## src/common/remips_defs.svh

```systemverilog
`ifndef REMIPS_DEFS_SVH
`define REMIPS_DEFS_SVH

// instruction cache geometry
`define ICACHE_LINES    16
`define LINE_WORDS      4
`define ICACHE_INDEX_W  4
`define ICACHE_TAG_W    24

// read ids on the AXI bus, one per source
`define AXI_ID_INST     4'd0
`define AXI_ID_DATA     4'd1

// segment bits 31:29 of an uncached address
`define KSEG1_TOP       3'b101

`endif

```

## src/common/remips_pkg.sv

```systemverilog
package remips_pkg;

    typedef logic [31:0]  virt_t;
    typedef logic [31:0]  phys_t;
    typedef logic [31:0]  uint32_t;
    typedef logic [127:0] uint128_t;
    typedef logic [3:0]   strb_t;
    typedef logic [2:0]   size_t;

    typedef enum logic [1:0] {
        IC_IDLE,
        IC_LOOKUP,
        IC_REFILL,
        IC_BYPASS
    } icache_state_e;

    typedef enum logic [1:0] {
        RD_IDLE,
        RD_ADDR,
        RD_DATA
    } bridge_rd_state_e;

    typedef enum logic [1:0] {
        WR_IDLE,
        WR_ADDR,
        WR_DATA,
        WR_RESP
    } bridge_wr_state_e;

    // kseg0 and kseg1 both map onto the low 512 MB
    function automatic phys_t to_phys(virt_t va);
        return {3'b000, va[28:0]};
    endfunction

endpackage

```

## src/icache/icache.sv

```systemverilog
`timescale 1ns/10ps
`include "remips_defs.svh"

module icache (
    input  logic                 clk,
    input  logic                 rst,
    input  logic                 inst_req,
    input  remips_pkg::virt_t    inst_addr,
    output logic                 inst_addr_ok,
    output logic                 inst_data_ok,
    output remips_pkg::uint32_t  inst_rdata,
    output logic                 rd_req,
    output logic                 rd_uncache,
    output remips_pkg::phys_t    rd_addr,
    input  logic                 rd_rdy,
    input  logic                 ret_valid,
    input  remips_pkg::uint128_t ret_data
);
    import remips_pkg::*;

    localparam int OFF_W   = $clog2(`LINE_WORDS);
    localparam int TAG_LSB = 32 - `ICACHE_TAG_W;

    typedef logic [`ICACHE_TAG_W-1:0] tag_t;

    icache_state_e             state;
    phys_t                     req_addr;
    logic                      rd_sent;
    tag_t                      tag_arr [`ICACHE_LINES];
    uint128_t                  line_arr [`ICACHE_LINES];
    logic [`ICACHE_LINES-1:0]  valid_arr;
    logic [`ICACHE_INDEX_W-1:0] idx;
    logic [OFF_W-1:0]          off;
    logic                      hit;
    logic                      accept;
    logic                      to_bypass;

    assign idx       = req_addr[OFF_W+2 +: `ICACHE_INDEX_W];
    assign off       = req_addr[2 +: OFF_W];
    assign to_bypass = inst_addr[31:29] == `KSEG1_TOP;

    // tag compare happens the cycle after acceptance
    assign hit = state == IC_LOOKUP && valid_arr[idx] && tag_arr[idx] == req_addr[31:TAG_LSB];

    assign inst_addr_ok = state == IC_IDLE || hit;
    assign accept       = inst_req && inst_addr_ok;
    assign inst_data_ok = hit || (state == IC_BYPASS && ret_valid);
    assign inst_rdata   = state == IC_BYPASS ? ret_data[31:0] : line_arr[idx][off*32 +: 32];

    assign rd_req     = (state == IC_REFILL || state == IC_BYPASS) && !rd_sent;
    assign rd_uncache = state == IC_BYPASS;
    assign rd_addr    = rd_uncache ? req_addr : {req_addr[31:OFF_W+2], {(OFF_W+2){1'b0}}};

    always_ff @(posedge clk) begin
        if (rst) begin
            state     <= IC_IDLE;
            rd_sent   <= 1'b0;
            valid_arr <= '0;
        end else begin
            if (rd_req && rd_rdy) begin
                rd_sent <= 1'b1;
            end else if (ret_valid) begin
                rd_sent <= 1'b0;
            end
            case (state)
                IC_IDLE, IC_LOOKUP: begin
                    if (accept) begin
                        state <= to_bypass ? IC_BYPASS : IC_LOOKUP;
                    end else if (state == IC_LOOKUP && !hit) begin
                        state <= IC_REFILL;
                    end else begin
                        state <= IC_IDLE;
                    end
                end
                IC_REFILL: begin
                    // look up again so the hit path delivers the word
                    if (ret_valid) begin
                        valid_arr[idx] <= 1'b1;
                        state          <= IC_LOOKUP;
                    end
                end
                IC_BYPASS: begin
                    if (ret_valid) begin
                        state <= IC_IDLE;
                    end
                end
                default: state <= IC_IDLE;
            endcase
        end
    end

    always_ff @(posedge clk) begin
        if (accept) begin
            req_addr <= to_phys(inst_addr);
        end
        if (state == IC_REFILL && ret_valid) begin
            tag_arr[idx]  <= req_addr[31:TAG_LSB];
            line_arr[idx] <= ret_data;
        end
    end

    // a return only comes for a read the bridge has taken
    a_ret_pending: assert property (@(posedge clk) disable iff (rst)
        ret_valid |-> rd_sent);

    // refilled line must hit on the next lookup
    a_refill_hits: assert property (@(posedge clk) disable iff (rst)
        state == IC_REFILL && ret_valid |=> hit);

endmodule

```

## src/uncache_port.sv

```systemverilog
`timescale 1ns/10ps

module uncache_port (
    input  logic                clk,
    input  logic                rst,
    input  logic                data_req,
    input  logic                data_wr,
    input  remips_pkg::size_t   data_size,
    input  remips_pkg::strb_t   data_wstrb,
    input  remips_pkg::virt_t   data_addr,
    input  remips_pkg::uint32_t data_wdata,
    output logic                data_addr_ok,
    output logic                data_data_ok,
    output remips_pkg::uint32_t data_rdata,
    output logic                urd_req,
    output remips_pkg::phys_t   urd_addr,
    output remips_pkg::size_t   urd_size,
    input  logic                urd_rdy,
    input  logic                uret_valid,
    input  remips_pkg::uint32_t uret_data,
    output logic                uwr_req,
    output remips_pkg::phys_t   uwr_addr,
    output remips_pkg::size_t   uwr_size,
    output remips_pkg::strb_t   uwr_wstrb,
    output remips_pkg::uint32_t uwr_data,
    input  logic                uwr_rdy,
    input  logic                uwr_bvalid
);
    import remips_pkg::*;

    logic    busy;
    logic    sent;
    logic    is_wr;
    phys_t   addr_q;
    size_t   size_q;
    strb_t   wstrb_q;
    uint32_t wdata_q;

    assign data_addr_ok = !busy;
    assign urd_req      = busy && !sent && !is_wr;
    assign uwr_req      = busy && !sent && is_wr;
    assign urd_addr     = addr_q;
    assign uwr_addr     = addr_q;
    assign urd_size     = size_q;
    assign uwr_size     = size_q;
    assign uwr_wstrb    = wstrb_q;
    assign uwr_data     = wdata_q;

    // writes finish on the b response, reads on the returned word
    assign data_data_ok = busy && sent && (is_wr ? uwr_bvalid : uret_valid);
    assign data_rdata   = uret_data;

    always_ff @(posedge clk) begin
        if (rst) begin
            busy <= 1'b0;
            sent <= 1'b0;
        end else begin
            if (data_req && data_addr_ok) begin
                busy <= 1'b1;
                sent <= 1'b0;
            end else if (data_data_ok) begin
                busy <= 1'b0;
            end
            if ((urd_req && urd_rdy) || (uwr_req && uwr_rdy)) begin
                sent <= 1'b1;
            end
        end
    end

    always_ff @(posedge clk) begin
        if (data_req && data_addr_ok) begin
            is_wr   <= data_wr;
            addr_q  <= to_phys(data_addr);
            size_q  <= data_size;
            wstrb_q <= data_wstrb;
            wdata_q <= data_wdata;
        end
    end

    // a return or write response only comes for the entry in flight
    a_ret_for_entry: assert property (@(posedge clk) disable iff (rst)
        uret_valid || uwr_bvalid |-> busy && sent && (is_wr ? uwr_bvalid : uret_valid));

endmodule

```

## src/axi_bridge.sv

```systemverilog
`timescale 1ns/10ps
`include "remips_defs.svh"

module axi_bridge (
    input  logic                 clk,
    input  logic                 rst,
    input  logic                 rd_req,
    input  logic                 rd_uncache,
    input  remips_pkg::phys_t    rd_addr,
    output logic                 rd_rdy,
    output logic                 ret_valid,
    output remips_pkg::uint128_t ret_data,
    input  logic                 urd_req,
    input  remips_pkg::phys_t    urd_addr,
    input  remips_pkg::size_t    urd_size,
    output logic                 urd_rdy,
    output logic                 uret_valid,
    output remips_pkg::uint32_t  uret_data,
    input  logic                 uwr_req,
    input  remips_pkg::phys_t    uwr_addr,
    input  remips_pkg::size_t    uwr_size,
    input  remips_pkg::strb_t    uwr_wstrb,
    input  remips_pkg::uint32_t  uwr_data,
    output logic                 uwr_rdy,
    output logic                 uwr_bvalid,
    // ar
    output logic [3:0]           arid,
    output remips_pkg::phys_t    araddr,
    output logic [7:0]           arlen,
    output remips_pkg::size_t    arsize,
    output logic                 arvalid,
    input  logic                 arready,
    // r
    input  logic [3:0]           rid,
    input  remips_pkg::uint32_t  rdata,
    input  logic [1:0]           rresp,
    input  logic                 rlast,
    input  logic                 rvalid,
    output logic                 rready,
    // aw
    output logic [3:0]           awid,
    output remips_pkg::phys_t    awaddr,
    output logic [7:0]           awlen,
    output remips_pkg::size_t    awsize,
    output logic                 awvalid,
    input  logic                 awready,
    // w
    output logic [3:0]           wid,
    output remips_pkg::uint32_t  wdata,
    output remips_pkg::strb_t    wstrb,
    output logic                 wlast,
    output logic                 wvalid,
    input  logic                 wready,
    // b
    input  logic [3:0]           bid,
    input  logic [1:0]           bresp,
    input  logic                 bvalid,
    output logic                 bready
);
    import remips_pkg::*;

    bridge_rd_state_e               rd_state;
    bridge_wr_state_e               wr_state;
    logic [$clog2(`LINE_WORDS)-1:0] beat;
    uint128_t                       line_q;

    // data reads win over instruction reads
    assign urd_rdy   = rd_state == RD_IDLE && urd_req;
    assign rd_rdy    = rd_state == RD_IDLE && rd_req && !urd_req;
    assign arvalid   = rd_state == RD_ADDR;
    assign rready    = rd_state == RD_DATA;
    assign ret_data  = line_q;
    assign uret_data = line_q[31:0];

    always_ff @(posedge clk) begin
        if (rst) begin
            rd_state   <= RD_IDLE;
            ret_valid  <= 1'b0;
            uret_valid <= 1'b0;
        end else begin
            ret_valid  <= 1'b0;
            uret_valid <= 1'b0;
            case (rd_state)
                RD_IDLE: if (urd_rdy || rd_rdy) rd_state <= RD_ADDR;
                RD_ADDR: if (arready) rd_state <= RD_DATA;
                RD_DATA: begin
                    if (rvalid && rlast) begin
                        rd_state   <= RD_IDLE;
                        ret_valid  <= rid == `AXI_ID_INST;
                        uret_valid <= rid == `AXI_ID_DATA;
                    end
                end
                default: rd_state <= RD_IDLE;
            endcase
        end
    end

    always_ff @(posedge clk) begin
        if (urd_rdy) begin
            arid   <= `AXI_ID_DATA;
            araddr <= urd_addr;
            arlen  <= 8'd0;
            arsize <= urd_size;
        end else if (rd_rdy) begin
            arid   <= `AXI_ID_INST;
            araddr <= rd_addr;
            arlen  <= rd_uncache ? 8'd0 : 8'(`LINE_WORDS - 1);
            arsize <= 3'd2;
        end
        // beat 0 lands in the low word, so a single read is already in place
        if (arvalid && arready) begin
            beat <= '0;
        end else if (rvalid && rready) begin
            line_q[beat*32 +: 32] <= rdata;
            beat                  <= beat + 1'b1;
        end
    end

    // single writes only
    assign uwr_rdy = wr_state == WR_IDLE && uwr_req;
    assign awvalid = wr_state == WR_ADDR;
    assign wvalid  = wr_state == WR_DATA;
    assign bready  = wr_state == WR_RESP;
    assign wlast   = wvalid;
    assign awid    = `AXI_ID_DATA;
    assign wid     = `AXI_ID_DATA;
    assign awlen   = 8'd0;

    always_ff @(posedge clk) begin
        if (rst) begin
            wr_state   <= WR_IDLE;
            uwr_bvalid <= 1'b0;
        end else begin
            uwr_bvalid <= 1'b0;
            case (wr_state)
                WR_IDLE: if (uwr_rdy) wr_state <= WR_ADDR;
                WR_ADDR: if (awready) wr_state <= WR_DATA;
                WR_DATA: if (wready) wr_state <= WR_RESP;
                WR_RESP: begin
                    if (bvalid) begin
                        wr_state   <= WR_IDLE;
                        uwr_bvalid <= 1'b1;
                    end
                end
                default: wr_state <= WR_IDLE;
            endcase
        end
    end

    always_ff @(posedge clk) begin
        if (uwr_rdy) begin
            awaddr <= uwr_addr;
            awsize <= uwr_size;
            wstrb  <= uwr_wstrb;
            wdata  <= uwr_data;
        end
    end

    // slave ends each burst on the beat that arlen asks for
    a_rlast_len: assert property (@(posedge clk) disable iff (rst)
        rvalid && rready |-> rlast == (beat == arlen[1:0]));

    // no error responses expected, no exceptions modeled
    a_rid_match: assert property (@(posedge clk) disable iff (rst)
        rvalid && rready |-> rid == arid && rresp == 2'b00);

    a_bid_match: assert property (@(posedge clk) disable iff (rst)
        bvalid && bready |-> bid == awid && bresp == 2'b00);

endmodule

```

## src/remips_mem.sv

```systemverilog
`timescale 1ns/10ps

module remips_mem (
    input  logic                clk,
    input  logic                rst,
    // instruction fetch
    input  logic                inst_req,
    input  remips_pkg::virt_t   inst_addr,
    output logic                inst_addr_ok,
    output logic                inst_data_ok,
    output remips_pkg::uint32_t inst_rdata,
    // data access
    input  logic                data_req,
    input  logic                data_wr,
    input  remips_pkg::size_t   data_size,
    input  remips_pkg::strb_t   data_wstrb,
    input  remips_pkg::virt_t   data_addr,
    input  remips_pkg::uint32_t data_wdata,
    output logic                data_addr_ok,
    output logic                data_data_ok,
    output remips_pkg::uint32_t data_rdata,
    // ar
    output logic [3:0]          arid,
    output remips_pkg::phys_t   araddr,
    output logic [7:0]          arlen,
    output remips_pkg::size_t   arsize,
    output logic                arvalid,
    input  logic                arready,
    // r
    input  logic [3:0]          rid,
    input  remips_pkg::uint32_t rdata,
    input  logic [1:0]          rresp,
    input  logic                rlast,
    input  logic                rvalid,
    output logic                rready,
    // aw
    output logic [3:0]          awid,
    output remips_pkg::phys_t   awaddr,
    output logic [7:0]          awlen,
    output remips_pkg::size_t   awsize,
    output logic                awvalid,
    input  logic                awready,
    // w
    output logic [3:0]          wid,
    output remips_pkg::uint32_t wdata,
    output remips_pkg::strb_t   wstrb,
    output logic                wlast,
    output logic                wvalid,
    input  logic                wready,
    // b
    input  logic [3:0]          bid,
    input  logic [1:0]          bresp,
    input  logic                bvalid,
    output logic                bready
);
    import remips_pkg::*;

    // icache to bridge
    logic     rd_req;
    logic     rd_uncache;
    phys_t    rd_addr;
    logic     rd_rdy;
    logic     ret_valid;
    uint128_t ret_data;

    // uncached data path
    logic     urd_req;
    phys_t    urd_addr;
    size_t    urd_size;
    logic     urd_rdy;
    logic     uret_valid;
    uint32_t  uret_data;
    logic     uwr_req;
    phys_t    uwr_addr;
    size_t    uwr_size;
    strb_t    uwr_wstrb;
    uint32_t  uwr_data;
    logic     uwr_rdy;
    logic     uwr_bvalid;

    icache u_icache (.*);

    uncache_port u_uncache_port (.*);

    axi_bridge u_axi_bridge (.*);

endmodule

```

## config.mk

```make
export PLATFORM = sky130hd
export DESIGN_NAME = remips_mem
export DESIGN_NICKNAME = d
export VERILOG_FILES = /design/src/common/remips_pkg.sv /design/src/icache/icache.sv /design/src/uncache_port.sv /design/src/axi_bridge.sv /design/src/remips_mem.sv
export VERILOG_INCLUDE_DIRS = /design/src /design/src/common
export SDC_FILE = /design/constraint.sdc
export NUM_CORES = 2
export LEC_CHECK = 0
export BUFFER_PORTS_ARGS = -buffer_cell sky130_fd_sc_hd__clkbuf_2
export CAP_MARGIN = 0
export CELL_PAD_IN_SITES_DETAIL_PLACEMENT = 1
export CELL_PAD_IN_SITES_GLOBAL_PLACEMENT = 2
export CORE_AREA = 2 2 597 599
export CTS_CLUSTER_DIAMETER = 60
export DETAILED_ROUTE_END_ITERATION = 16
export DIE_AREA = 0 0 599 601
export MAX_ROUTING_LAYER = met4
export PLACE_DENSITY = 0.52
export SLEW_MARGIN = 10
export SYNTH_ARGS = -nofsm -noshare
export SYNTH_HDL_FRONTEND = slang
export SYNTH_HIERARCHICAL = 1
export SYNTH_SLANG_ARGS = --single-unit
```

## constraint.sdc

```tcl
create_clock -name clk -period 16.3 [get_ports clk]
set_input_delay 2.445 -clock clk [delete_from_list [all_inputs] [get_ports clk]]
set_output_delay 2.445 -clock clk [all_outputs]
set_load 0.01 [all_outputs]
```

; ---- Word-level counts from Yosys, hierarchy flattened
; Memory sizes are Yosys's and may differ from the RTL's. A register that Yosys moved wholly into a read port is not among the register bits.
; Cells that the tools add are included.
[totals]
regBits = 368
ramBits = 2384
wordCells = 151
memories = 2
[op_classes]
add_sub_neg = 2
n_lt_le_gt_ge = 2
eq_ne = 20
n_shift = 3
n_mux = 39
n_bitwise = 5
n_reduce_logical = 51
[memory_table]
columns = name, depth, width, read_ports, rd_ports_with_merged_regs, wr, line
row1 = u_icache.line_arr, 16, 128, 1, 1, 1, icache.sv:30  ; uint128_t line_arr [`ICACHE_LINES];
row2 = u_icache.tag_arr, 16, 21, 1, 1, 1, icache.sv:29  ; tag_t tag_arr [`ICACHE_LINES];
[ops]
columns = cell, count
row1 = 128-bit bitwise mux, 1
row2 = 32-bit by 34-bit variable shift with 128-bit output (first input constant), 1
row3 = 128-bit by 8-bit variable part select with 32-bit output, 1
row4 = 32-bit by 34-bit variable part select with 128-bit output, 1
row5 = 32-bit two-way mux, 2
row6 = 7-bit negation with 34-bit output, 1
row7 = 29-bit two-way mux, 1
row8 = 2-bit two-way mux, 13
row9 = 24-bit by 21-bit equality test with 1-bit output, 1
row10 = 1-bit logical AND, 24
row11 = 16-bit bitwise OR, 1
row12 = 1-bit two-way mux, 12
row13 = 4-bit two-way mux, 3
row14 = 2-bit inequality test (second input constant), 6
row15 = 2-bit one-hot mux with 3 select lines, 2
row16 = 2-bit equality test (second input constant), 5
row17 = 2-bit one-hot mux with 4 select lines, 1
row18 = 2-bit nonzero test, 4
row19 = 2-bit by 1-bit equality test with 1-bit output (second input constant), 3
row20 = 1-bit zero test, 6
row21 = 2-bit zero test, 3
row22 = 3-bit two-way mux, 2
row23 = 2-bit by 1-bit inequality test with 1-bit output (second input constant), 3
row24 = 2-bit AND reduction, 3
row25 = 14 further kinds, 22

; ---- Depth between registers and ports, before layout
[depth]
word_depth = 9
depth_mapped = 14
mapped_depth_nobuf = 8

; ---- Modules after synthesis
; The synthesis kept the hierarchy.
[by_module_without_submodules]
columns = mod, instances, cells_per_inst, area_each_um2
row1 = icache, 1, 3716, 93477.2
row2 = axi_bridge, 1, 555, 9581.7
row3 = uncache_port, 1, 155, 2728.9

; ---- Worst setup path after synthesis
; Ideal clock, no wire load.
[synth_path]
kind = register -> register
startpoint = reg u_icache.req_addr[5]
endpoint = mem u_icache/line_arr[1][0] (netlist name), enable pin
setup_time_ns = 0.842
t_arrival_ns = 10.939
slack_ns = 4.519
path_stages_with_launch = 5
n_path_buf = 1
synth_period_minus_slack_ns = 11.781
path_cell_list = edfxtp_1 > clkbuf_1 > inv_1 > nand3_1 > nor3_1
[synth_lines]
columns = item, line
row1 = start: declaration, icache.sv:27  ; phys_t req_addr;
row2 = start signal: assignment, icache.sv:94  ; req_addr <= to_phys(inst_addr);
row3 = end: declaration, icache.sv:30
; No word-level cell before the write port.

==> results.toml <==
[sta]
slew_violations = 0
setup_violations = 0
hold_viol_final = 0
post-route-period-util = 0.528
min_period_ns = 8.60
skew_ns = 0.0311
fin_setup_tns_ns = 0
rsz0062_at_grt = "no"
worst_pin_slew_ns = 1.08
fmax_ghz = 0.116
relSlewSlack = 0.283

[finish]
layout-drive-gt1-share = 0.340
seq_area_um2 = 82300
fillers = 34317
multi_input_area_um2 = 21200
fin_nets = 5013
syn2layout_area_growth_pct = 15.1

[job]
maxCapViolations = 0

[global_route]
grt_pass1_wl_um = 402000
busiest_layer = "met2"
grtUsageMet2 = 0.261
antenna_found_initial = 36
grt_max_degree = 113
grt_overflow = 0
grt_use_total = 0.162
gr-usage-met3 = 0.0280
grt_pass1_vias = 52372
grt_use_met1 = 0.214

[placed_design]
dp_hpwl_um = 147000
gp_congestion = 0.696
io_buffers = 329

[die]
ios = 366
core_area_um2 = 354000
die_w_um = 599
num_rows = 219
fp.dieArea_um2 = 360000
dieHeight_um = 601
initial_core_util = 0.299

[hold_path]
hold_path.class = "reg -> reg"

[detailed_routing]
avgViaCountPerCell = 4.81
vias = 47395
wl_um = 284000
drc_errors = 0
drtIter0Drc = 3512
avgRoutedWirePerCell_um = 28.8
dr.pass1.iters = 5
final_antenna_net_count = 0

[logic_synthesis]
syn_area_um2 = 106000
yosys_warnings = 6
yosys_register_bits = 2752
synth_largest_area_cell = "edfxtp_1"
syn_inst = 4426
synthFlopType = "edfxtp_1"
synth.avg_cell_area_um2 = 23.9
yosys.area.top_type_share = 0.771
synth-edff-count = 2716
seq_area_frac_synth = 0.778
asyncSetResetFlopFracSynth = 0
synth_cell_type_count = 70
synth_area_leaders = "edfxtp_1, mux4_2, buf_4"

[pwr]
ir_drop_v = 0.0000846
powerDensity_nw_per_um2 = 128
p_total_w = 0.0156
leakage_nw = 34.4

[setup_path]
worst_setup_path_start_kind = "register"
worstPathArrival_ns = 6.16
crit_required_ns = 13.86
worstPathMaxFanout = 47
cp-end-kind = "output port"
crit_type = "reg -> out"

[clocking]
cts_sinks = 2752
clock-root-buffer = "clkbuf_16"
clock_latency_ns = 0.91
cts_tree = "built"
htree_levels = 5
ctsLongestPathBuffers = 4
cts_setup_buffers = 0
numCtsBuffers = 312
ctsHoldBuffers = 0
path_clk_slew_ns = 0.06
cts_resized = 0

[run_status]
status = "finished, final reports clean"
-- per-layer routing --
layer / part of all wire / wire length [µm] / vias to the layer above
met5: 0 / 0 / -
met4: 0.021 / 6040 / 0
met3: 0.047 / 13400 / 398
met2: 0.49 / 139000 / 1043
met1: 0.44 / 125000 / 26555
li1: - / - / 19399
-- cell families (layout without fill, tap and decap cells) --
kind of cell	count (synthesis)	in the layout	share of synthesized area
flops	2752	2752	0.778
mux	867	867	0.172
compound gates	58	58	0.00428
fa+ha+maj	10	10	0.00118
simple gates	322	322	0.0174
xor+xnor	28	28	0.00232
buf+inv	385	1009	0.0247
other cells	4	56	0.000142
-- per-stage QoR --
stage               hold slack (ns)  cell area (µm²)  setup slack [ns]   util  cells
floorplan                     0.400           106000              4.52      -   4456
global placement              0.400           112000              8.44  0.317   9282
detailed placement            0.406           112000              8.44  0.317   9282
CTS                           0.418           122000              7.42  0.344   9831
global route                  0.421           122000              7.16  0.344   9840
finish                        0.413           122000              7.70  0.344   9853
-- sequential cells by signal, indices dropped and copies added, names as in the netlist, 29 cells and up, named ones only --
name                     cells
u_icache/line_arr         2048
u_icache/tag_arr           336
u_axi_bridge/ret_data      128
u_axi_bridge/araddr         32
u_axi_bridge/awaddr         32
u_axi_bridge/wdata          32
u_uncache_port/uwr_data     32
u_icache/req_addr           29
u_uncache_port/urd_addr     29
-- synth_stat cells, types with 10 or more instances --
| library cell | instances |
|---|---|
| buf_2 | 89 |
| buf_6 | 47 |
| xor2_1 | 21 |
| nand2_1 | 33 |
| mux2i_1 | 47 |
| nand3_1 | 13 |
| mux2_2 | 62 |
| nor2_1 | 70 |
| dfxtp_1 | 36 |
| nand2b_1 | 10 |
| nor3_1 | 11 |
| clkbuf_1 | 35 |
| edfxtp_1 | 2716 |
| buf_4 | 188 |
| inv_1 | 18 |
| a21oi_1 | 12 |
| nor2b_1 | 16 |
| mux4_2 | 755 |
| ha_1 | 10 |
| and2_1 | 133 |
-- power breakdown --
part / switching [W] / internal, W / total (W)
combinational: 0.000639 / 0.000495 / 0.00113
sequential: 0.0000733 / 0.00776 / 0.00783
clock: 0.00284 / 0.00384 / 0.00667
total: 0.00355 / 0.0121 / 0.0156
-- critical path: stages (launching register included) --
cell and delay (ns):
dfxtp_4 0.74, buf_4 0.76, buf_4 0.90, mux4_2 0.60
mux2i_1 0.20, xnor2_1 0.10, nor3_1 0.59, o2111a_1 0.73
a21oi_1 0.29, inv_1 0.12, clkbuf_2 0.15
-- path summary, 6_finish.rpt --
check	start	endpoint	slack [ns]	cells after the start
setup / recovery	register	inst_addr_ok	7.70	10
hold reg to reg	u_uncache_port/uwr_data[4]$_DFFE_PP_	u_axi_bridge/wdata[4]$_DFFE_PP_	0.41	0
setup reg to reg	register	u_icache/req_addr[2]$_DFFE_PP_	10.18	10
hold / removal	u_uncache_port/uwr_data[4]$_DFFE_PP_	u_axi_bridge/wdata[4]$_DFFE_PP_	0.41	0
-- area by class of cell --
type                       instances  share of cell area
sequential                      2752               0.676
multi-input combinational       1319               0.174
clock buffer                     405              0.0684
tap                             4751              0.0488
timing repair buffer             441              0.0218
clock inverter                   144              0.0102
inverter                          19            0.000586
antenna                           22            0.000452
-- cells in the final DEF (no fill, tap or decap), types with 18 or more instances in the layout --
cell type	Yosys	routed
and2_1	133	132
xor2_1	21	21
nor2_1	70	56
dfxtp_1	36	32
diode_2	0	22
mux2_2	62	62
mux4_2	755	755
buf_4	188	99
clkinv_2	0	45
edfxtp_1	2716	2716
clkbuf_2	2	329
inv_1	18	18
nand2_1	33	32
clkbuf_16	0	320
conb_1	4	34
clkbuf_1	35	85
clkinv_1	0	51
mux2i_1	47	47
Power figures use the tool's default switching activity.
